`config.mk`:
```
export PLATFORM = sky130hd
export DESIGN_NAME = dspTile
export DESIGN_NICKNAME = d
export VERILOG_FILES = /design/src/rtl/dspTilePkg.sv /design/src/rtl/configChain.sv /design/src/rtl/mulAdd.sv /design/src/rtl/sliceCombiner.sv /design/src/rtl/dspTile.sv
export SDC_FILE = /design/constraint.sdc
export NUM_CORES = 1
export LEC_CHECK = 0
export CAP_MARGIN = 20
export CORE_MARGIN = 2
export CORE_UTILIZATION = 65
export DETAILED_ROUTE_END_ITERATION = 7
export DONT_BUFFER_PORTS = 1
export PLACE_DENSITY = 0.89
export SLEW_MARGIN = 20
export SYNTH_ARGS = -nofsm -noshare
export SYNTH_HDL_FRONTEND = slang
export SYNTH_SLANG_ARGS = --single-unit
```
`constraint.sdc`:
```
create_clock -name UserCLK -period 14.02 [get_ports UserCLK]
set_input_delay 1.402 -clock UserCLK [delete_from_list [all_inputs] [get_ports UserCLK]]
set_output_delay 1.402 -clock UserCLK [all_outputs]
set_load 0.005 [all_outputs]
```
`src/rtl/dspTilePkg.sv`:
```
package dspTilePkg;

	// default widths, the top level passes its own values down
	localparam int OpWidthDef = 8;  // operands a and b
	localparam int AccWidthDef = 20;  // c, accumulator and slice result

	localparam int SliceCfgBits = 6;  // per slice
	localparam int CombCfgBits = 2;  // combiner only

	// whole serial frame, two slices plus the combiner
	localparam int FrameBits = 2 * SliceCfgBits + CombCfgBits;

	typedef logic [OpWidthDef-1:0] operandT;  // operand a or b
	typedef logic [AccWidthDef-1:0] accT;  // c, accumulator, q
	typedef logic [AccWidthDef:0] dotSumT;  // one guard bit over accT
	typedef logic [SliceCfgBits-1:0] sliceCfgT;
	typedef logic [CombCfgBits-1:0] combCfgT;

	// slice configuration bits
	localparam int CfgRegA = 0;  // registered operand a
	localparam int CfgRegB = 1;  // registered operand b
	localparam int CfgRegC = 2;  // registered operand c
	localparam int CfgAccumulate = 3;  // add to acc instead of c
	localparam int CfgSigned = 4;  // two's complement multiply
	localparam int CfgOutAcc = 5;  // q shows acc instead of sum

	// combiner configuration bits
	localparam int CombSigned = 0;  // sign extend qA and qB
	localparam int CombRegistered = 1;  // dotSum through a register

	// field positions inside the frame
	// the first bit shifted in ends up at the top, in the combiner field
	localparam int Slice0Lsb = 0;
	localparam int Slice1Lsb = Slice0Lsb + SliceCfgBits;
	localparam int CombLsb = Slice1Lsb + SliceCfgBits;

endpackage

```
`src/rtl/configChain.sv`:
```
module configChain (
	input  logic                  UserCLK,
	input  logic                  rst,
	input  logic                  cfgData,
	input  logic                  cfgShift,
	input  logic                  cfgLatch,
	output dspTilePkg::sliceCfgT  sliceCfg0,
	output dspTilePkg::sliceCfgT  sliceCfg1,
	output dspTilePkg::combCfgT   combCfg
);

	import dspTilePkg::*;

	logic [FrameBits-1:0] shiftReg;  // frame being loaded
	logic [FrameBits-1:0] activeFrame;  // frame in use

	// serial load, new bit enters at the bottom
	always_ff @(posedge UserCLK) begin
		if (rst) begin
			shiftReg <= '0;
		end else if (cfgShift) begin
			shiftReg <= {shiftReg[FrameBits-2:0], cfgData};
		end
	end

	// the slices keep the old frame until the latch strobe,
	// so a new frame can be loaded while the tile is working
	always_ff @(posedge UserCLK) begin
		if (rst) begin
			activeFrame <= '0;  // direct, add-c, unsigned, sum out
		end else if (cfgLatch) begin
			activeFrame <= shiftReg;  // value before any shift this edge
		end
	end

	assign sliceCfg0 = activeFrame[Slice0Lsb +: SliceCfgBits];
	assign sliceCfg1 = activeFrame[Slice1Lsb +: SliceCfgBits];
	assign combCfg = activeFrame[CombLsb +: CombCfgBits];

endmodule

```
`src/rtl/mulAdd.sv`:
```
module mulAdd #(
	parameter int OpWidth = dspTilePkg::OpWidthDef,
	parameter int AccWidth = dspTilePkg::AccWidthDef
) (
	input  logic                  UserCLK,
	input  logic                  rst,
	input  logic                  clr,
	input  logic [OpWidth-1:0]    a,
	input  logic [OpWidth-1:0]    b,
	input  logic [AccWidth-1:0]   c,
	input  dspTilePkg::sliceCfgT  cfg,
	output logic [AccWidth-1:0]   q
);

	import dspTilePkg::*;

	localparam int ProdWidth = 2 * OpWidth;  // full product
	localparam int ExtWidth = AccWidth - ProdWidth;  // guard bits above it

	logic [OpWidth-1:0] aReg;  // optional input registers
	logic [OpWidth-1:0] bReg;
	logic [AccWidth-1:0] cReg;

	logic [OpWidth-1:0] opA;  // selected operands
	logic [OpWidth-1:0] opB;
	logic [AccWidth-1:0] opC;

	logic [ProdWidth-1:0] opAExt;
	logic [ProdWidth-1:0] opBExt;
	logic [ProdWidth-1:0] product;
	logic [AccWidth-1:0] productExt;

	logic [AccWidth-1:0] acc;
	logic [AccWidth-1:0] addend;  // c or accumulator
	logic [AccWidth-1:0] sum;

	// operand registers load on every edge, the cfg bits only pick them
	always_ff @(posedge UserCLK) begin
		if (rst) begin
			aReg <= '0;
			bReg <= '0;
			cReg <= '0;
		end else begin
			aReg <= a;
			bReg <= b;
			cReg <= c;
		end
	end

	assign opA = cfg[CfgRegA] ? aReg : a;
	assign opB = cfg[CfgRegB] ? bReg : b;
	assign opC = cfg[CfgRegC] ? cReg : c;

	// widen to the product width first
	// so the low half of the multiply is already the signed result
	assign opAExt = cfg[CfgSigned] ? {{OpWidth{opA[OpWidth-1]}}, opA}
		: {{OpWidth{1'b0}}, opA};
	assign opBExt = cfg[CfgSigned] ? {{OpWidth{opB[OpWidth-1]}}, opB}
		: {{OpWidth{1'b0}}, opB};

	assign product = opAExt * opBExt;  // lower ProdWidth bits kept

	assign productExt = cfg[CfgSigned] ? {{ExtWidth{product[ProdWidth-1]}}, product}
		: {{ExtWidth{1'b0}}, product};

	assign addend = cfg[CfgAccumulate] ? acc : opC;
	assign sum = productExt + addend;  // wraps modulo 2^AccWidth

	// accumulator follows sum unless cleared
	always_ff @(posedge UserCLK) begin
		if (rst || clr) begin
			acc <= '0;
		end else begin
			acc <= sum;
		end
	end

	assign q = cfg[CfgOutAcc] ? acc : sum;

endmodule

```
`src/rtl/sliceCombiner.sv`:
```
module sliceCombiner #(
	parameter int AccWidth = dspTilePkg::AccWidthDef
) (
	input  logic                 UserCLK,
	input  logic                 rst,
	input  logic [AccWidth-1:0]  qA,
	input  logic [AccWidth-1:0]  qB,
	input  dspTilePkg::combCfgT  cfg,
	output logic [AccWidth:0]    dotSum
);

	import dspTilePkg::*;

	logic extSigned;  // fill bit source select
	logic fillA;
	logic fillB;

	logic [AccWidth:0] qAExt;
	logic [AccWidth:0] qBExt;
	logic [AccWidth:0] sumComb;  // unregistered two-tap sum
	logic [AccWidth:0] sumReg;

	assign extSigned = cfg[CombSigned];

	// one extra bit is enough for the sum of two slice results
	assign fillA = extSigned & qA[AccWidth-1];
	assign fillB = extSigned & qB[AccWidth-1];

	assign qAExt = {fillA, qA};
	assign qBExt = {fillB, qB};

	assign sumComb = qAExt + qBExt;

	// output register, used only when CombRegistered is set
	always_ff @(posedge UserCLK) begin
		if (rst) begin
			sumReg <= '0;
		end else begin
			sumReg <= sumComb;
		end
	end

	// registered path adds one cycle of latency
	assign dotSum = cfg[CombRegistered] ? sumReg : sumComb;

endmodule

```
`src/rtl/dspTile.sv`:
```
module dspTile #(
	parameter int OpWidth = dspTilePkg::OpWidthDef,
	parameter int AccWidth = dspTilePkg::AccWidthDef
) (
	input  logic                 UserCLK,
	input  logic                 rst,
	input  logic                 cfgData,
	input  logic                 cfgShift,
	input  logic                 cfgLatch,
	input  logic                 clr0,
	input  logic                 clr1,
	input  dspTilePkg::operandT  a0,
	input  dspTilePkg::operandT  b0,
	input  dspTilePkg::operandT  a1,
	input  dspTilePkg::operandT  b1,
	input  dspTilePkg::accT      c0,
	input  dspTilePkg::accT      c1,
	output dspTilePkg::accT      qA,
	output dspTilePkg::accT      qB,
	output dspTilePkg::dotSumT   dotSum
);

	import dspTilePkg::*;

	sliceCfgT sliceCfg0;  // active frame fields
	sliceCfgT sliceCfg1;
	combCfgT combCfg;

	configChain chain (
		.UserCLK   (UserCLK),
		.rst       (rst),
		.cfgData   (cfgData),
		.cfgShift  (cfgShift),
		.cfgLatch  (cfgLatch),
		.sliceCfg0 (sliceCfg0),
		.sliceCfg1 (sliceCfg1),
		.combCfg   (combCfg)
	);

	// two independent slices, each with its own clear
	mulAdd #(
		.OpWidth  (OpWidth),
		.AccWidth (AccWidth)
	) slice0 (
		.UserCLK (UserCLK),
		.rst     (rst),
		.clr     (clr0),
		.a       (a0),
		.b       (b0),
		.c       (c0),
		.cfg     (sliceCfg0),
		.q       (qA)
	);

	mulAdd #(
		.OpWidth  (OpWidth),
		.AccWidth (AccWidth)
	) slice1 (
		.UserCLK (UserCLK),
		.rst     (rst),
		.clr     (clr1),
		.a       (a1),
		.b       (b1),
		.c       (c1),
		.cfg     (sliceCfg1),
		.q       (qB)
	);

	sliceCombiner #(
		.AccWidth (AccWidth)
	) combiner (
		.UserCLK (UserCLK),
		.rst     (rst),
		.qA      (qA),
		.qB      (qB),
		.cfg     (combCfg),
		.dotSum  (dotSum)
	);

endmodule

```
* Word-level counts from Yosys, hierarchy flattened
Index checks and enable logic that the tools add are counted.
** Word-level totals
- Output and inout bits :: 61
- Logic and storage cells :: 37
- Input bits :: 79
- Register bits :: 161
** Operators by class
- Add/subtract/negate cells :: 3
- Reduce and logical (&&, ||, !) cells :: 2
- $mul :: 2
- Multiplexer cells :: 17
- Bitwise operators :: 2
** Operators with widths (number)
- 2-to-1 mux 20 bit :: 8
- 2-to-1 mux 16 bit :: 4
- adder 20 bit :: 2
- multiplier 16 x 16 -> 16 bit :: 2
- 2-to-1 mux 8 bit :: 4
- adder 21 bit :: 1
- 2-to-1 mux 21 bit :: 1
- AND 1 bit :: 2
- logical OR 1 bit :: 2

* Longest topological paths before layout
- Depth in word-level cells :: 9
- Gate-level depth with buffers :: 41
- Depth with buffers taken out :: 38

* Hierarchy
A second synthesis with hierarchy kept.
** Second synthesis, totals
- Cell total of the unflattened synthesis :: 1962
- Area total of the unflattened synthesis :: 16585.9 um^2
** Modules (own cells, without submodules)
- mulAdd at slice0 :: cells an instance 813, seq. area each 1121.1 um^2, times used 1, area each 6842.8 um^2
- mulAdd at slice1 :: cells an instance 803, seq. area each 1121.1 um^2, times used 1, area each 6790.3 um^2
- sliceCombiner :: cells an instance 255, seq. area each 420.4 um^2, times used 1, area each 1929.4 um^2
- configChain :: cells an instance 91, seq. area each 560.5 um^2, times used 1, area each 1023.5 um^2

* Worst setup path after synthesis
No wires, ideal clock.
- Path type :: input -> output
- From :: input b1[7]
- To :: output dotSum[20]
- Path slack :: 3561 ps
- Path buffers :: 3
- Stages on the path :: 31
- Arrival time :: 9057 ps
- Path through :: mux2i_4 nand2b_1 buf_2 clkbuf_1 nor2_1 fa_1 fa_1 inv_1 fa_1 fa_1 fa_1 fa_1 xor2_1 xnor2_1 xnor2_1 xnor2_1 xnor3_2 xnor2_2 and2_1 clkbuf_1 ha_1 a21o_1 o311ai_0 xnor2_1 mux2_2 ha_1 nand3_1 o211ai_1 o41ai_1 nor4_1 o31ai_1
** Between the ends
- Elaborated cells on any way between the ends :: 9
- Classes of those cells :: add/sub: 2; mul: 1; mux: 5; bitwise: 1
** RTL lines
- start, declared :: RTL line dspTile.sv:15 : input dspTilePkg::operandT b1,
- 2-to-1 mux 8 bit :: RTL line mulAdd.sv:51 : assign opB = cfg[CfgRegB] ? bReg : b;
- 2-to-1 mux 16 bit :: RTL line mulAdd.sv:58 : assign opBExt = cfg[CfgSigned] ? {{OpWidth{opB[OpWidth-1]}}, opB}
- multiplier 16 x 16 -> 16 bit :: RTL line mulAdd.sv:61 : assign product = opAExt * opBExt;
- 2-to-1 mux 20 bit :: RTL line mulAdd.sv:63 : assign productExt = cfg[CfgSigned] ? {{ExtWidth{product[ProdWidth-1]}}, product}
- adder 20 bit :: RTL line mulAdd.sv:67 : assign sum = productExt + addend;
- 2-to-1 mux 20 bit :: RTL line mulAdd.sv:78 : assign q = cfg[CfgOutAcc] ? acc : sum;
- via qB[17] :: RTL line dspTile.sv:19 : output dspTilePkg::accT qB,
- adder 21 bit :: RTL line sliceCombiner.sv:32 : assign sumComb = qAExt + qBExt;
- 2-to-1 mux 21 bit :: RTL line sliceCombiner.sv:44 : assign dotSum = cfg[CombRegistered] ? sumReg : sumComb;
- end, declared :: RTL line dspTile.sv:20 : output dspTilePkg::dotSumT dotSum
The timed path passes the listed nets, and every way through them passes these cells.

* Worst setup path after layout
- From :: register chain.activeFrame[0]
- To :: output dotSum[20]
** Between the ends
- Elaborated cells on any way between the ends :: 9
- Classes of those cells :: add/sub: 2; mul: 1; mux: 5; bitwise: 1
** RTL lines
- start, declared :: RTL line configChain.sv:15 : logic [FrameBits-1:0] activeFrame;
- start signal, assigned :: RTL line configChain.sv:32 : activeFrame <= shiftReg;
- 2-to-1 mux 8 bit :: RTL line mulAdd.sv:50 : assign opA = cfg[CfgRegA] ? aReg : a;
- 2-to-1 mux 16 bit :: RTL line mulAdd.sv:56 : assign opAExt = cfg[CfgSigned] ? {{OpWidth{opA[OpWidth-1]}}, opA}
- multiplier 16 x 16 -> 16 bit :: RTL line mulAdd.sv:61
- 2-to-1 mux 20 bit :: RTL line mulAdd.sv:63
- adder 20 bit :: RTL line mulAdd.sv:67
- 2-to-1 mux 20 bit :: RTL line mulAdd.sv:78
- via qA[13] :: RTL line dspTile.sv:18 : output dspTilePkg::accT qA,
- adder 21 bit :: RTL line sliceCombiner.sv:32
- 2-to-1 mux 21 bit :: RTL line sliceCombiner.sv:44
The timed path passes the listed nets, and every way through them passes these cells.

==> impl_metrics.csv <==
group,metric,value,unit
floorplan,die_width,161,um
global_route,grt_max_degree,128,
place,gp_congestion,0.949,
logic_synthesis,synth_warnings,0,
clock_network,cts_sinks,161,
logic_synthesis,syn-num-nets,2276,
setup_path,slowest_delay,930,ps
setup_path,cpMostUsedCell,"inv_1",
logic_synthesis,async_flop_share,0,
logic_synthesis,seq_area_frac_synth,0.201,
sta,setup_ws,1660,ps
sta,skew,13.0,ps
sta,tns,0,ps
floorplan,dieArea,0.0260,mm^2
logic_synthesis,syn_area,0.0161,mm^2
setup_path,crit_path_end_kind,"output port",
logic_synthesis,synthCells,1892,
sta,relSlewSlack,0.263,
sta,fmax,80.9,MHz
finish,area_delta_synth_final,4.98,%
sta,rsz0062_at_grt,"false",
setup_path,required,12620,ps
setup_path,startpoint_type,"register",
sta,drv_slew,0,
clock_network,root_buffer,"clkbuf_16",
drt,drc_errors,0,
finish,antenna_cells,0,
drt,viasPerCell,5.83,
finish,drive_gt1_frac,0.0590,
floorplan,pin_count,140,
clock_network,clk_latency,450,ps
finish,regArea,0.00322,mm^2
logic_synthesis,synth_top_area_frac,0.201,
setup_path,timing.rr.end,"combiner.sumReg[20]$_SDFF_PP0_",
clock_network,htreeDepth,4,
finish,fin_nets,2236,
logic_synthesis,ys_ff_latch,161,
setup_path,r2r_start,"chain.activeFrame[0]$_SDFFE_PP0P_",
global_route,track_usage,0.301,
logic_synthesis,synth_area_per_cell,8.49,um^2
clock_network,cts_tree,"built",
sta,fin_crit_sh,0.881,
setup_path,worstPathArrival,10950,ps
setup_path,startpoint,"chain.activeFrame[0]$_SDFFE_PP0P_",
drt,wl,38.3,mm
setup_path,slowest_stage,"mux2i_1",
global_route,grt_pass1_wl,62.9,mm
sta,finalSetupViolCount,0,
drt,avgRoutedWirePerCell,17.5,um
global_route,grt_pass1_vias,13000,
clock_network,clk_pin_slew_worst_paths,80,ps
logic_synthesis,synthFlopType,"dfxtp_1",
floorplan,die_h,161,um
clock_network,numCtsBuffers,17,
drt,vias,12800,
logic_synthesis,synth_area_leaders,"dfxtp_1, fa_1, ha_1, inv_1, mux2i_1",
place,port_buffers,0,
sta,finalHoldViolations,0,
hold_path,min_path_type,"register to register",
clock_network,cts_resized,0,
setup_path,cp-endpoint,"dotSum[20]",
floorplan,core_area,0.0243,mm^2
logic_synthesis,yosysMostFrequentCell,"inv_1",
setup_path,worst-setup-path-type,"register to output port",
setup_path,worst_r2r_path_depth,35,
clock_network,post_cts_buffers,0,
job,drv_cap,0,
floorplan,core.rowCount,57,
place,dp_slack,2210,ps
place,dp_hpwl,29.9,mm
finish,fillers,1736,
global_route,antenna_found_initial,0,
global_route,grt-ovfl-total,0,
setup_path,r2r_slack,3730,ps
drt,drt.antenna.violating_nets,0,
logic_synthesis,yosysTopAreaCell,"dfxtp_1",
sta,worst_pin_slew,1070,ps
finish,multiInputGateArea,0.0116,mm^2
logic_synthesis,synth_edf_count,0,
clock_network,holdBufCountCts,0,
floorplan,initial_core_util,0.661,
outcome,outcome,"complete, no violations",
drt,drtIter0Drc,849,
logic_synthesis,synth_cell_types,67,
logic_synthesis,synth_common_cells,"inv_1, nor2_1, ha_1, dfxtp_1, fa_1",
setup_path,worst-path-max-fanout,14,
clock_network,cts.path.max_buffers,2,
sta,period_needed,12360,ps
drt,drt-pass1-iter-count,6,
## registers in the layout, indices dropped and copies added, names as in the netlist
register           count
slice0.aReg            8
chain.activeFrame     14
combiner.sumReg       21
slice0.acc            20
slice1.bReg            8
slice0.cReg           20
slice1.cReg           20
chain.shiftReg        14
slice1.aReg            8
slice0.bReg            8
slice1.acc            20
## cell usage in the layout (no fill, tap or decap), types with 4 or more instances in the layout
master / instances
nor2_1: 243
xor2_1: 30
and2_1: 4
or2_2: 29
or3_1: 17
a211oi_1: 7
nand3_1: 19
o31ai_1: 5
nor3_1: 18
ha_1: 166
nand2_1: 129
dfxtp_1: 160
nor3b_1: 4
and3_1: 7
a21o_1: 20
o21a_1: 11
clkbuf_16: 17
nand4_1: 4
mux2i_1: 92
o211ai_1: 5
o21bai_1: 10
clkinv_8: 6
fa_1: 139
buf_4: 12
nand2b_1: 25
mux2i_4: 4
mux2_2: 15
xnor2_1: 82
inv_1: 259
nand3b_1: 4
o21ai_0: 109
a21boi_0: 4
a21oi_1: 65
nor2b_1: 85
mux2i_2: 6
## logic make-up (layout without fill, tap and decap cells)
group,Yosys count,count (layout),share of synthesized area
compound gates,267,267,0.101
flops,161,161,0.201
simple gates,593,593,0.171
fa+ha+maj,305,305,0.302
buf+inv,333,306,0.0804
mux,117,117,0.0786
xor+xnor,116,116,0.0664
## routing by layer
| layer | up-vias | GRT usage | wire (um) |
|---|---|---|---|
| met1 | 6080 | 0.358 | 15000 |
| met4 | 0 | 0.141 | 1780 |
| li1 | 6032 | - | - |
| met3 | 140 | 0.0611 | 2840 |
| met2 | 508 | 0.524 | 18700 |
| met5 | - | 0 | 0 |
## area by class of cell
cell class / instances / share of cell area
tap: 324 / 0.0240
inverter: 262 / 0.0583
multi-input combinational: 1398 / 0.685
timing repair buffer: 12 / 0.00534
sequential: 161 / 0.191
clock inverter: 14 / 0.0102
clock buffer: 18 / 0.0260
## worst min path at each step
stage	depth (start not counted)	slack [ps]	startpoint	endpoint
final	2	510	chain.activeFrame[12]$_SDFFE_PP0P_	chain.activeFrame[12]$_SDFFE_PP0P_
after global placement	2	470	chain.shiftReg[13]$_SDFFE_PP0P_	chain.activeFrame[13]$_SDFFE_PP0P_
after floorplan	2	460	chain.shiftReg[13]$_SDFFE_PP0P_	chain.shiftReg[13]$_SDFFE_PP0P_
after global routing	2	540	chain.shiftReg[13]$_SDFFE_PP0P_	chain.shiftReg[13]$_SDFFE_PP0P_
after CTS	2	510	chain.shiftReg[13]$_SDFFE_PP0P_	chain.shiftReg[13]$_SDFFE_PP0P_
after detailed placement	2	490	chain.shiftReg[13]$_SDFFE_PP0P_	chain.shiftReg[13]$_SDFFE_PP0P_
## per-stage QoR
stage               cell area (um^2)  hold WS (ps)   util  cells
floorplan                      16100           460      -   1892
CTS                            16900           506  0.694   2189
global placement               16300           471  0.668   2157
finish                         16900           514  0.694   2189
global route                   16900           541  0.694   2189
detailed placement             16300           490  0.668   2157
## worst max-delay path: cells and delay by family (launching register included)
kind / cells / cell delay (ps)
AO/OA/AOI/OAI: 12 / 3440
XOR/XNOR: 1 / 150
adder cells (fa/ha/maj): 9 / 3610
buffers and inverters: 6 / 380
flip-flops: 1 / 840
multiplexers: 1 / 930
AND/OR/NAND/NOR: 6 / 1120
Power is left out: the tool's default activity adds up to more than one toggle a clock period on the data nets, which glitch-free logic cannot reach.
